**config.mk**
```make
export PLATFORM = sky130hd
export DESIGN_NAME = alpu_unit
export DESIGN_NICKNAME = d
export VERILOG_FILES = /design/src/source/alpu_pkg.sv /design/src/source/alpu.sv /design/src/source/alpu_decoder.sv /design/src/source/alpu_exec.sv /design/src/source/alpu_exec_piped.sv /design/src/source/alpu_req_fifo.sv /design/src/source/alpu_shifter.sv /design/src/source/alpu_unit.sv
export VERILOG_INCLUDE_DIRS = /design/src /design/src/source
export SDC_FILE = /design/constraint.sdc
export NUM_CORES = 1
export LEC_CHECK = 0
export BUFFER_PORTS_ARGS = -buffer_cell sky130_fd_sc_hd__buf_2
export CORE_MARGIN = 1.5
export CORE_UTILIZATION = 40
export DETAILED_ROUTE_END_ITERATION = 8
export GPL_TIMING_DRIVEN = 0
export PLACE_DENSITY_LB_ADDON = 0.3
export SKIP_LAST_GASP = 1
export SYNTH_ARGS = -nofsm -noshare
export SYNTH_HDL_FRONTEND = slang
export SYNTH_SLANG_ARGS = --single-unit
export TNS_END_PERCENT = 100
```
**constraint.sdc**
```tcl
create_clock -name clk -period 7.85 [get_ports clk]
set_input_delay 0.3925 -clock clk [delete_from_list [all_inputs] [get_ports clk]]
set_output_delay 0.3925 -clock clk [all_outputs]
set_load 0.005 [all_outputs]
```
**src/source/alpu_config.svh**
```systemverilog
`ifndef ALPU_CONFIG_SVH
`define ALPU_CONFIG_SVH

// Operand width in bits, 8 or more
`define ALPU_REG_WIDTH 16

// 1 selects the two-stage datapath, 0 the single-cycle one
`define ALPU_USE_PIPELINED 1

`define ALPU_REQ_DEPTH 4      // Request queue entries, also initial producer credits
`define ALPU_RSP_CREDITS 2    // Result credits granted by the consumer
`define ALPU_TAG_WIDTH 4      // Request tag width

`endif

```
**src/source/alpu_pkg.sv**
```systemverilog
`include "alpu_config.svh"

package alpu_pkg;

  // ------------------------------------------------------------------
  // Opcodes
  // ------------------------------------------------------------------
  typedef enum logic [3:0] {
    OP_NOT  = 4'h0,
    OP_AND  = 4'h1,
    OP_OR   = 4'h2,
    OP_XOR  = 4'h3,
    OP_ADD  = 4'h4,
    OP_SUB  = 4'h5,
    OP_NAND = 4'h6,
    OP_NOR  = 4'h7,
    OP_XNOR = 4'h8,
    OP_RSH  = 4'h9,
    OP_LSH  = 4'ha,
    OP_RRO  = 4'hb,
    OP_LRO  = 4'hc  // 13 to 15 are illegal
  } alpu_op_e;

  typedef enum logic [1:0] {
    LOGIC_AND   = 2'd0,
    LOGIC_OR    = 2'd1,
    LOGIC_XOR   = 2'd2,
    LOGIC_NOT_A = 2'd3
  } alpu_logic_e;

  // ------------------------------------------------------------------
  // Datapath control word
  // ------------------------------------------------------------------
  typedef struct packed {
    logic        invert_b;      // Adder sees ~b
    logic        force_cin;     // Adder carry-in forced to one
    alpu_logic_e logic_sel;
    logic        add_en;        // Adder drives the result
    logic        invert_out;    // Final inversion for NAND, NOR, XNOR
    logic        shift_en;      // Barrel shifter drives the result
    logic        shift_left;
    logic        shift_rotate;
    logic        illegal;       // Zero result, error flag
  } alpu_ctrl_t;

  // ------------------------------------------------------------------
  // Request and response payloads
  // ------------------------------------------------------------------
  typedef struct packed {
    alpu_op_e                   op;
    logic [`ALPU_REG_WIDTH-1:0] a;
    logic [`ALPU_REG_WIDTH-1:0] b;
    logic                       cin;
    logic [`ALPU_TAG_WIDTH-1:0] tag;
  } alpu_req_t;

  typedef struct packed {
    logic [`ALPU_REG_WIDTH-1:0] result;
    logic                       cout;
    logic                       err;
    logic [`ALPU_TAG_WIDTH-1:0] tag;
  } alpu_rsp_t;

endpackage

```
**src/source/alpu.sv**
```systemverilog
`timescale 1ns/1ps
`include "alpu_config.svh"

module alpu import alpu_pkg::*; #(
  parameter int REG_WIDTH          = `ALPU_REG_WIDTH,
  parameter bit USE_PIPELINED_ALPU = `ALPU_USE_PIPELINED
) (
  input  logic      clk,
  input  logic      rst_n_i,
  input  logic      valid_i,
  input  alpu_req_t req_i,
  output logic      valid_o,
  output alpu_rsp_t rsp_o
);

  alpu_ctrl_t                 ctrl;
  logic                       dp_valid;
  logic [`ALPU_TAG_WIDTH-1:0] dp_tag;
  logic                       dp_err;
  logic [REG_WIDTH-1:0]       dp_result;
  logic                       dp_cout;

  alpu_decoder i_alpu_decoder (
    .op_i   (req_i.op),
    .ctrl_o (ctrl)
  );

  // ------------------------------------------------------------------
  // Datapath choice
  // ------------------------------------------------------------------
  if (USE_PIPELINED_ALPU) begin : g_piped
    alpu_exec_piped #(
      .REG_WIDTH(REG_WIDTH)
    ) i_alpu_exec_piped (
      .clk           (clk),
      .rst_n_i       (rst_n_i),
      .pipe_active_i (1'b1),   // Never stalls, credits cover in-flight ops
      .valid_i       (valid_i),
      .tag_i         (req_i.tag),
      .err_i         (ctrl.illegal),
      .a_i           (req_i.a),
      .b_i           (req_i.b),
      .cin_i         (req_i.cin),
      .ctrl_i        (ctrl),
      .valid_o       (dp_valid),
      .tag_o         (dp_tag),
      .err_o         (dp_err),
      .result_o      (dp_result),
      .cout_o        (dp_cout)
    );
  end else begin : g_single
    alpu_exec #(
      .REG_WIDTH(REG_WIDTH)
    ) i_alpu_exec (
      .a_i      (req_i.a),
      .b_i      (req_i.b),
      .cin_i    (req_i.cin),
      .ctrl_i   (ctrl),
      .result_o (dp_result),
      .cout_o   (dp_cout)
    );
    assign dp_valid = valid_i;
    assign dp_tag   = req_i.tag;
    assign dp_err   = ctrl.illegal;
  end

  // Response register
  always_ff @(posedge clk or negedge rst_n_i) begin
    if (!rst_n_i) begin
      valid_o <= 1'b0;
    end else begin
      valid_o <= dp_valid;
    end
  end

  always_ff @(posedge clk) begin
    if (dp_valid) begin
      rsp_o.result <= dp_result;
      rsp_o.cout   <= dp_cout;
      rsp_o.err    <= dp_err;
      rsp_o.tag    <= dp_tag;
    end
  end

endmodule

```
**src/source/alpu_decoder.sv**
```systemverilog
`timescale 1ns/1ps

module alpu_decoder import alpu_pkg::*; (
  input  alpu_op_e   op_i,
  output alpu_ctrl_t ctrl_o
);

  always_comb begin
    ctrl_o = '0;
    case (op_i)
      // Logic
      OP_NOT:  ctrl_o.logic_sel = LOGIC_NOT_A;
      OP_AND:  ctrl_o.logic_sel = LOGIC_AND;
      OP_OR:   ctrl_o.logic_sel = LOGIC_OR;
      OP_XOR:  ctrl_o.logic_sel = LOGIC_XOR;
      OP_NAND: begin
        ctrl_o.logic_sel  = LOGIC_AND;
        ctrl_o.invert_out = 1'b1;
      end
      OP_NOR: begin
        ctrl_o.logic_sel  = LOGIC_OR;
        ctrl_o.invert_out = 1'b1;
      end
      OP_XNOR: begin
        ctrl_o.logic_sel  = LOGIC_XOR;
        ctrl_o.invert_out = 1'b1;
      end
      // Arithmetic
      OP_ADD:  ctrl_o.add_en = 1'b1;
      OP_SUB: begin
        ctrl_o.add_en    = 1'b1;
        ctrl_o.invert_b  = 1'b1;   // a + ~b + 1
        ctrl_o.force_cin = 1'b1;
      end
      // Barrel
      OP_RSH:  ctrl_o.shift_en = 1'b1;
      OP_LSH: begin
        ctrl_o.shift_en   = 1'b1;
        ctrl_o.shift_left = 1'b1;
      end
      OP_RRO: begin
        ctrl_o.shift_en     = 1'b1;
        ctrl_o.shift_rotate = 1'b1;
      end
      OP_LRO: begin
        ctrl_o.shift_en     = 1'b1;
        ctrl_o.shift_left   = 1'b1;
        ctrl_o.shift_rotate = 1'b1;
      end
      default: ctrl_o.illegal = 1'b1;   // Opcodes 13 to 15
    endcase
  end

endmodule

```
**src/source/alpu_exec.sv**
```systemverilog
`timescale 1ns/1ps

module alpu_exec import alpu_pkg::*; #(
  parameter int REG_WIDTH = 16
) (
  input  logic [REG_WIDTH-1:0] a_i,
  input  logic [REG_WIDTH-1:0] b_i,
  input  logic                 cin_i,
  input  alpu_ctrl_t           ctrl_i,
  output logic [REG_WIDTH-1:0] result_o,
  output logic                 cout_o
);

  logic [REG_WIDTH-1:0] b_eff;
  logic [REG_WIDTH-1:0] logic_res;
  logic [REG_WIDTH-1:0] sum;
  logic [REG_WIDTH-1:0] shift_res;
  logic [REG_WIDTH-1:0] pre_out;
  logic                 add_cin;
  logic                 carry;

  assign b_eff   = ctrl_i.invert_b ? ~b_i : b_i;
  assign add_cin = ctrl_i.force_cin ? 1'b1 : cin_i;   // SUB ignores cin

  assign {carry, sum} = {1'b0, a_i} + {1'b0, b_eff} + {{REG_WIDTH{1'b0}}, add_cin};

  always_comb begin
    case (ctrl_i.logic_sel)
      LOGIC_AND: logic_res = a_i & b_i;
      LOGIC_OR:  logic_res = a_i | b_i;
      LOGIC_XOR: logic_res = a_i ^ b_i;
      default:   logic_res = ~a_i;
    endcase
  end

  alpu_shifter #(
    .REG_WIDTH(REG_WIDTH)
  ) i_alpu_shifter (
    .a_i      (a_i),
    .amount_i (b_i[$clog2(REG_WIDTH)-1:0]),   // Low bits of B
    .left_i   (ctrl_i.shift_left),
    .rotate_i (ctrl_i.shift_rotate),
    .result_o (shift_res)
  );

  // Output select
  always_comb begin
    if (ctrl_i.shift_en) begin
      pre_out = shift_res;
    end else if (ctrl_i.add_en) begin
      pre_out = sum;
    end else begin
      pre_out = logic_res;
    end
    result_o = ctrl_i.invert_out ? ~pre_out : pre_out;
    if (ctrl_i.illegal) begin
      result_o = '0;
    end
  end

  assign cout_o = ctrl_i.add_en & carry;   // Only ADD and SUB carry out

endmodule

```
**src/source/alpu_exec_piped.sv**
```systemverilog
`timescale 1ns/1ps
`include "alpu_config.svh"

module alpu_exec_piped import alpu_pkg::*; #(
  parameter int REG_WIDTH = `ALPU_REG_WIDTH
) (
  input  logic                       clk,
  input  logic                       rst_n_i,
  input  logic                       pipe_active_i,
  input  logic                       valid_i,
  input  logic [`ALPU_TAG_WIDTH-1:0] tag_i,
  input  logic                       err_i,
  input  logic [REG_WIDTH-1:0]       a_i,
  input  logic [REG_WIDTH-1:0]       b_i,
  input  logic                       cin_i,
  input  alpu_ctrl_t                 ctrl_i,
  output logic                       valid_o,
  output logic [`ALPU_TAG_WIDTH-1:0] tag_o,
  output logic                       err_o,
  output logic [REG_WIDTH-1:0]       result_o,
  output logic                       cout_o
);

  logic                       valid_q;
  logic [`ALPU_TAG_WIDTH-1:0] tag_q;
  logic                       err_q;
  logic [REG_WIDTH-1:0]       a_q;
  logic [REG_WIDTH-1:0]       b_q;
  logic                       cin_q;
  alpu_ctrl_t                 ctrl_q;

  // ------------------------------------------------------------------
  // First stage registers
  // ------------------------------------------------------------------
  always_ff @(posedge clk or negedge rst_n_i) begin
    if (!rst_n_i) begin
      valid_q <= 1'b0;
    end else if (pipe_active_i) begin
      valid_q <= valid_i;
    end
  end

  always_ff @(posedge clk) begin
    if (pipe_active_i && valid_i) begin   // Payload only moves with a valid op
      tag_q  <= tag_i;
      err_q  <= err_i;
      a_q    <= a_i;
      b_q    <= b_i;
      cin_q  <= cin_i;
      ctrl_q <= ctrl_i;
    end
  end

  // Second stage is the shared datapath
  alpu_exec #(
    .REG_WIDTH(REG_WIDTH)
  ) i_alpu_exec (
    .a_i      (a_q),
    .b_i      (b_q),
    .cin_i    (cin_q),
    .ctrl_i   (ctrl_q),
    .result_o (result_o),
    .cout_o   (cout_o)
  );

  assign valid_o = valid_q;
  assign tag_o   = tag_q;
  assign err_o   = err_q;

  a_valid_known: assert property (@(posedge clk) disable iff (!rst_n_i) !$isunknown(valid_o));

endmodule

```
**src/source/alpu_req_fifo.sv**
```systemverilog
`timescale 1ns/1ps
`include "alpu_config.svh"

module alpu_req_fifo import alpu_pkg::*; (
  input  logic      clk,
  input  logic      rst_n_i,
  input  logic      push_i,
  input  alpu_req_t data_i,
  input  logic      pop_i,
  output alpu_req_t data_o,
  output logic      empty_o
);

  localparam int DEPTH = `ALPU_REQ_DEPTH;
  localparam int PTR_W = (DEPTH > 1) ? $clog2(DEPTH) : 1;
  localparam int CNT_W = $clog2(DEPTH + 1);

  alpu_req_t        mem [DEPTH];
  logic [PTR_W-1:0] wr_ptr;
  logic [PTR_W-1:0] rd_ptr;
  logic [CNT_W-1:0] count;
  logic             full;

  // Wraps correctly for depths that are not a power of two
  function automatic logic [PTR_W-1:0] ptr_next(input logic [PTR_W-1:0] ptr);
    return (ptr == PTR_W'(DEPTH - 1)) ? '0 : ptr + 1'b1;
  endfunction

  assign full    = (count == CNT_W'(DEPTH));
  assign empty_o = (count == '0);
  assign data_o  = mem[rd_ptr];   // Head is visible the cycle after push

  always_ff @(posedge clk) begin
    if (push_i) begin
      mem[wr_ptr] <= data_i;
    end
  end

  // ------------------------------------------------------------------
  // Pointers and fill count
  // ------------------------------------------------------------------
  always_ff @(posedge clk or negedge rst_n_i) begin
    if (!rst_n_i) begin
      wr_ptr <= '0;
      rd_ptr <= '0;
      count  <= '0;
    end else begin
      if (push_i) begin
        wr_ptr <= ptr_next(wr_ptr);
      end
      if (pop_i) begin
        rd_ptr <= ptr_next(rd_ptr);
      end
      case ({push_i, pop_i})
        2'b10:   count <= count + 1'b1;
        2'b01:   count <= count - 1'b1;
        default: count <= count;   // Idle or push with pop
      endcase
    end
  end

  // Producer pushed without a credit
  a_no_overflow: assert property (@(posedge clk) disable iff (!rst_n_i) !(push_i && full));

  a_no_underflow: assert property (@(posedge clk) disable iff (!rst_n_i) !(pop_i && empty_o));

endmodule

```
**src/source/alpu_shifter.sv**
```systemverilog
`timescale 1ns/1ps

module alpu_shifter #(
  parameter int REG_WIDTH = 16
) (
  input  logic [REG_WIDTH-1:0]         a_i,
  input  logic [$clog2(REG_WIDTH)-1:0] amount_i,
  input  logic                         left_i,
  input  logic                         rotate_i,
  output logic [REG_WIDTH-1:0]         result_o
);

  localparam int AMT_W = $clog2(REG_WIDTH);

  // Left moves are done as right moves on the mirrored word
  function automatic logic [REG_WIDTH-1:0] mirror(input logic [REG_WIDTH-1:0] v);
    logic [REG_WIDTH-1:0] r;
    for (int i = 0; i < REG_WIDTH; i++) begin
      r[i] = v[REG_WIDTH-1-i];
    end
    return r;
  endfunction

  logic [AMT_W:0][REG_WIDTH-1:0] stage;

  assign stage[0] = left_i ? mirror(a_i) : a_i;

  // One stage per amount bit, stage i moves by 2**i
  for (genvar i = 0; i < AMT_W; i++) begin : g_stage
    localparam int STEP = 1 << i;
    logic [REG_WIDTH-1:0] moved;

    assign moved = (stage[i] >> STEP) |
                   (rotate_i ? (stage[i] << (REG_WIDTH - STEP)) : '0);   // Wrap-around bits
    assign stage[i+1] = amount_i[i] ? moved : stage[i];
  end

  assign result_o = left_i ? mirror(stage[AMT_W]) : stage[AMT_W];

endmodule

```
**src/source/alpu_unit.sv**
```systemverilog
`timescale 1ns/1ps
`include "alpu_config.svh"

module alpu_unit import alpu_pkg::*; (
  input  logic      clk,
  input  logic      rst_n_i,

  // Request side, credit based
  input  logic      req_valid_i,
  input  alpu_req_t req_i,
  output logic      req_credit_o,

  // Result side, credit based
  output logic      rsp_valid_o,
  output alpu_rsp_t rsp_o,
  input  logic      rsp_credit_i
);

  localparam int RSP_CREDITS = `ALPU_RSP_CREDITS;
  localparam int CNT_W       = $clog2(RSP_CREDITS + 1);

  alpu_req_t        head_req;
  logic             fifo_empty;
  logic             issue;
  logic [CNT_W-1:0] credit_cnt;

  // ------------------------------------------------------------------
  // Request queue
  // ------------------------------------------------------------------
  alpu_req_fifo i_alpu_req_fifo (
    .clk     (clk),
    .rst_n_i (rst_n_i),
    .push_i  (req_valid_i),
    .data_i  (req_i),
    .pop_i   (issue),
    .data_o  (head_req),
    .empty_o (fifo_empty)
  );

  // ------------------------------------------------------------------
  // Issue and result credits
  // ------------------------------------------------------------------
  assign issue        = !fifo_empty && (credit_cnt != '0);
  assign req_credit_o = issue;   // Every pop frees one queue entry

  // A credit is spent at issue, so results in flight are always covered
  always_ff @(posedge clk or negedge rst_n_i) begin
    if (!rst_n_i) begin
      credit_cnt <= CNT_W'(RSP_CREDITS);
    end else begin
      case ({issue, rsp_credit_i})
        2'b10:   credit_cnt <= credit_cnt - 1'b1;
        2'b01:   credit_cnt <= credit_cnt + 1'b1;
        default: credit_cnt <= credit_cnt;
      endcase
    end
  end

  alpu #(
    .REG_WIDTH          (`ALPU_REG_WIDTH),
    .USE_PIPELINED_ALPU (`ALPU_USE_PIPELINED)
  ) i_alpu (
    .clk     (clk),
    .rst_n_i (rst_n_i),
    .valid_i (issue),
    .req_i   (head_req),
    .valid_o (rsp_valid_o),
    .rsp_o   (rsp_o)
  );

  // Consumer returned more credits than it was granted
  a_credit_bound: assert property (
    @(posedge clk) disable iff (!rst_n_i) credit_cnt <= CNT_W'(RSP_CREDITS)
  );

endmodule
```
==> metrics.md <==
| Metric | Value |
|---|---|
| Run status | complete, no violations |
| H-tree levels | 1 |
| Final HPWL from detailed placement | 18600 um |
| Io pins | 69 |
| Final setup fails | 0 |
| Max Cap Viol | 0 |
| Clock transition at the registers of the reported paths | 0.06 ns |
| Setup Fix Bufs, Post-CTS | 0 |
| Max_slew headroom | 25.5% |
| Post-synthesis register bit count | 243 |
| Placer Congestion | 0.847 |
| Number of CTS-inserted buffers | 25 |
| Initial Utilization | 40.4% |
| Tcrit/Tclk final | 56.9% |
| Worst R2R Start | i_alpu.g_piped.i_alpu_exec_piped.b_q[0]$_DFFE_PP_ |
| Async S/R FF share, synth | 4.53% |
| Final nets | 1008 |
| Die area | 31900 um2 |
| Synth unique cells | 67 |
| Area grow syn2layout | 13.9% |
| Worst EP required | 8.09 ns |
| ANT cells | 0 |
| Largest area contributor in the netlist | edfxtp_1 |
| PortBufs | 68 |
| Sink Count | 243 |
| Clock Skew | 0.0201 ns |
| Top-area cell type share of the netlist area | 56.5% |
| Post-synth top cells | edfxtp_1 (232), mux4_2 (68), ha_1 (54) |
| Worst-Margin Slew | 1.12 ns |
| Die width | 179 um |
| Mean routed wirelength per cell | 19.7 um |
| Post-Syn Area | 12300 um2 |
| Yosys warns | 0 |
| CP Launch Type | register |
| Post-synth top flop | edfxtp_1 |
| Chip height | 179 um |
| Crit. End Element | register |
| WS Path Type | reg2reg |
| Hold Vio Cnt, Final | 0 |
| Largest net degree at the start of global routing | 36 |
| Placement Cell Area | 13300 um2 |
| Syn nets | 907 |
| Setup_tns | 0 ns |
| Fin area | 14000 um2 |
| Clk buf depth | 3 |
| Hold WS | 0.0814 ns |
| First-pass GRT wire length | 41100 um |
| Vias | 7224 |
| Antenna violations before repair | 3 |
| Fmax | 0.224 GHz |
| Mapped Avg Cell Area | 15.3 um2 |
| Arr. time, crit path | 4.71 ns |
| Fin. max-slew vios | 0 |
| Most frequent cell after synthesis | edfxtp_1 |
| Mapped Cells | 805 |
| Drt via density | 5.48 |
| Share of cells above drive strength 1 | 22.2% |
| Clk_lat worst skew | 0.52 ns |
| Worst-path fanout max | 10 |
| Period minus WS final | 4.47 ns |
| RSZ-0062 raised after global routing | false |
| Gr usage total | 16.9% |
| EDFF count, synth | 232 |
| Antenna viol nets, final | 0 |
| Core area | 30500 um2 |
| Register area share after synthesis | 58.7% |
| Critical Path Start | i_alpu.g_piped.i_alpu_exec_piped.b_q[0]$_DFFE_PP_ |
| Vias in the first global route | 7294 |
| FP Rows | 64 |
| First-pass DRT Iterations | 7 |
| CTS tree | yes |
| Total gr overflow | 0 |
| Total Wirelength | 25900 um |
| Root buf cell | clkbuf_16 |
| Hold Path Class | in2reg |
| DR DRC count | 0 |
| Hold_sp | req_i[35] |
| Dominant cells by area after synthesis | edfxtp_1 (56%), mux4_2 (12%), ha_1 (5.5%) |
| Initial drt markers | 487 |
-- through the flow --
stage	setup WS [ns]	std cells	util, %
2_1_floorplan	4.09	805	-
3_3_place_gp	3.45	1269	43.2
3_5_place_dp	3.45	1274	43.5
4_1_cts	3.40	1318	46.0
5_1_grt	3.04	1318	46.0
6_report	3.38	1318	46.0
-- layout by cell type (no fill, tap or decap), types with 10 or more instances in the layout --
cell type | netlist | final
mux4_2 | 68 | 68
buf_2 | 5 | 73
edfxtp_1 | 232 | 232
xor2_1 | 22 | 22
inv_1 | 51 | 50
clkbuf_16 | 0 | 25
mux2i_1 | 26 | 26
a21oi_1 | 23 | 23
nand2_1 | 33 | 33
clkbuf_1 | 36 | 41
ha_1 | 54 | 54
nor2_1 | 42 | 42
a211oi_1 | 19 | 19
dfrtp_1 | 10 | 10
o211ai_1 | 14 | 14
o21ai_0 | 23 | 23
-- layout make-up --
| type | count | area (um2) |
|---|---|---|
| fillers | 2664 | 16500 |
| flip-flops and latches | 243 | 7240 |
| multi-input cells | 462 | 4690 |
| clock buffers | 30 | 644 |
| well taps | 396 | 495 |
| repair buffers | 74 | 450 |
| plain buffers | 48 | 213 |
| inverters | 52 | 195 |
| clock inverters | 13 | 118 |
-- path summary, 6_finish.rpt --
| check | slack (ns) | depth (start not counted) | end |
|---|---|---|---|
| worst min register to register | 0.42 | 0 | i_alpu.rsp_o[3]$_DFFE_PP_ |
| worst max register to register | 3.38 | 12 | i_alpu.rsp_o[20]$_SDFFCE_PP0P_ |
| worst max-delay path | 3.38 | 12 | i_alpu.rsp_o[20]$_SDFFCE_PP0P_ |
| max in group asynchronous | 7.33 | 2 | credit_cnt[1]$_DFFE_PN1P_ |
| worst min-delay path | 0.08 | 1 | i_alpu_req_fifo.mem[0][35]$_DFFE_PP_ |
| min in group asynchronous | 0.26 | 2 | i_alpu.g_piped.i_alpu_exec_piped.valid_o$_DFF_PN0_ |
-- registers in the layout, indices dropped and copies added (netlist names) --
signal	cells
i_alpu.g_piped.i_alpu_exec_piped.ctrl_q	9
i_alpu_req_fifo.wr_ptr	2
credit_cnt	2
i_alpu_req_fifo.rd_ptr	2
i_alpu.g_piped.i_alpu_exec_piped.cin_q	1
i_alpu_req_fifo.mem	164
i_alpu.g_piped.i_alpu_exec_piped.valid_o	1
i_alpu.valid_o	1
i_alpu.g_piped.i_alpu_exec_piped.b_q	16
i_alpu.g_piped.i_alpu_exec_piped.a_q	16
i_alpu_req_fifo.count	3
i_alpu.rsp_o	22
i_alpu.g_piped.i_alpu_exec_piped.tag_o	4
-- timing repair --
item	in CTS	in global routing
hold buffers	1	0
endpoints found under the hold margin	11	0
resized for setup	0	0
-- cells by family after synthesis --
group | synth area share [%]
adder cells (fa/ha/maj) | 5.96
buffers and inverters | 3.31
multiplexers | 17.0
flip-flops | 58.7
AND/OR/NAND/NOR | 4.91
XOR/XNOR | 2.20
AO/OA/AOI/OAI | 7.93
-- critical path: stages, from the launching register on --
cell       delay (ns)
edfxtp_1         0.48
buf_2            0.29
buf_2            0.32
xor2_1           0.12
fa_1             0.45
fa_1             0.47
a211oi_1         0.37
o211ai_1         0.18
a2111oi_0        0.76
o31ai_1          0.26
xnor2_1          0.17
a22oi_1          0.21
mux2i_1          0.11
-- routing by layer --
| layer | wire, um | global-route usage, % |
|---|---|---|
| met2 | 12400 | 28.0 |
| met5 | 20 | 0 |
| met4 | 489 | 4.20 |
| met3 | 1300 | 2.69 |
| met1 | 11700 | 23.3 |
Power is not shown: default switching activity piles up to over one toggle a cycle in this logic, so the estimate is an artifact.
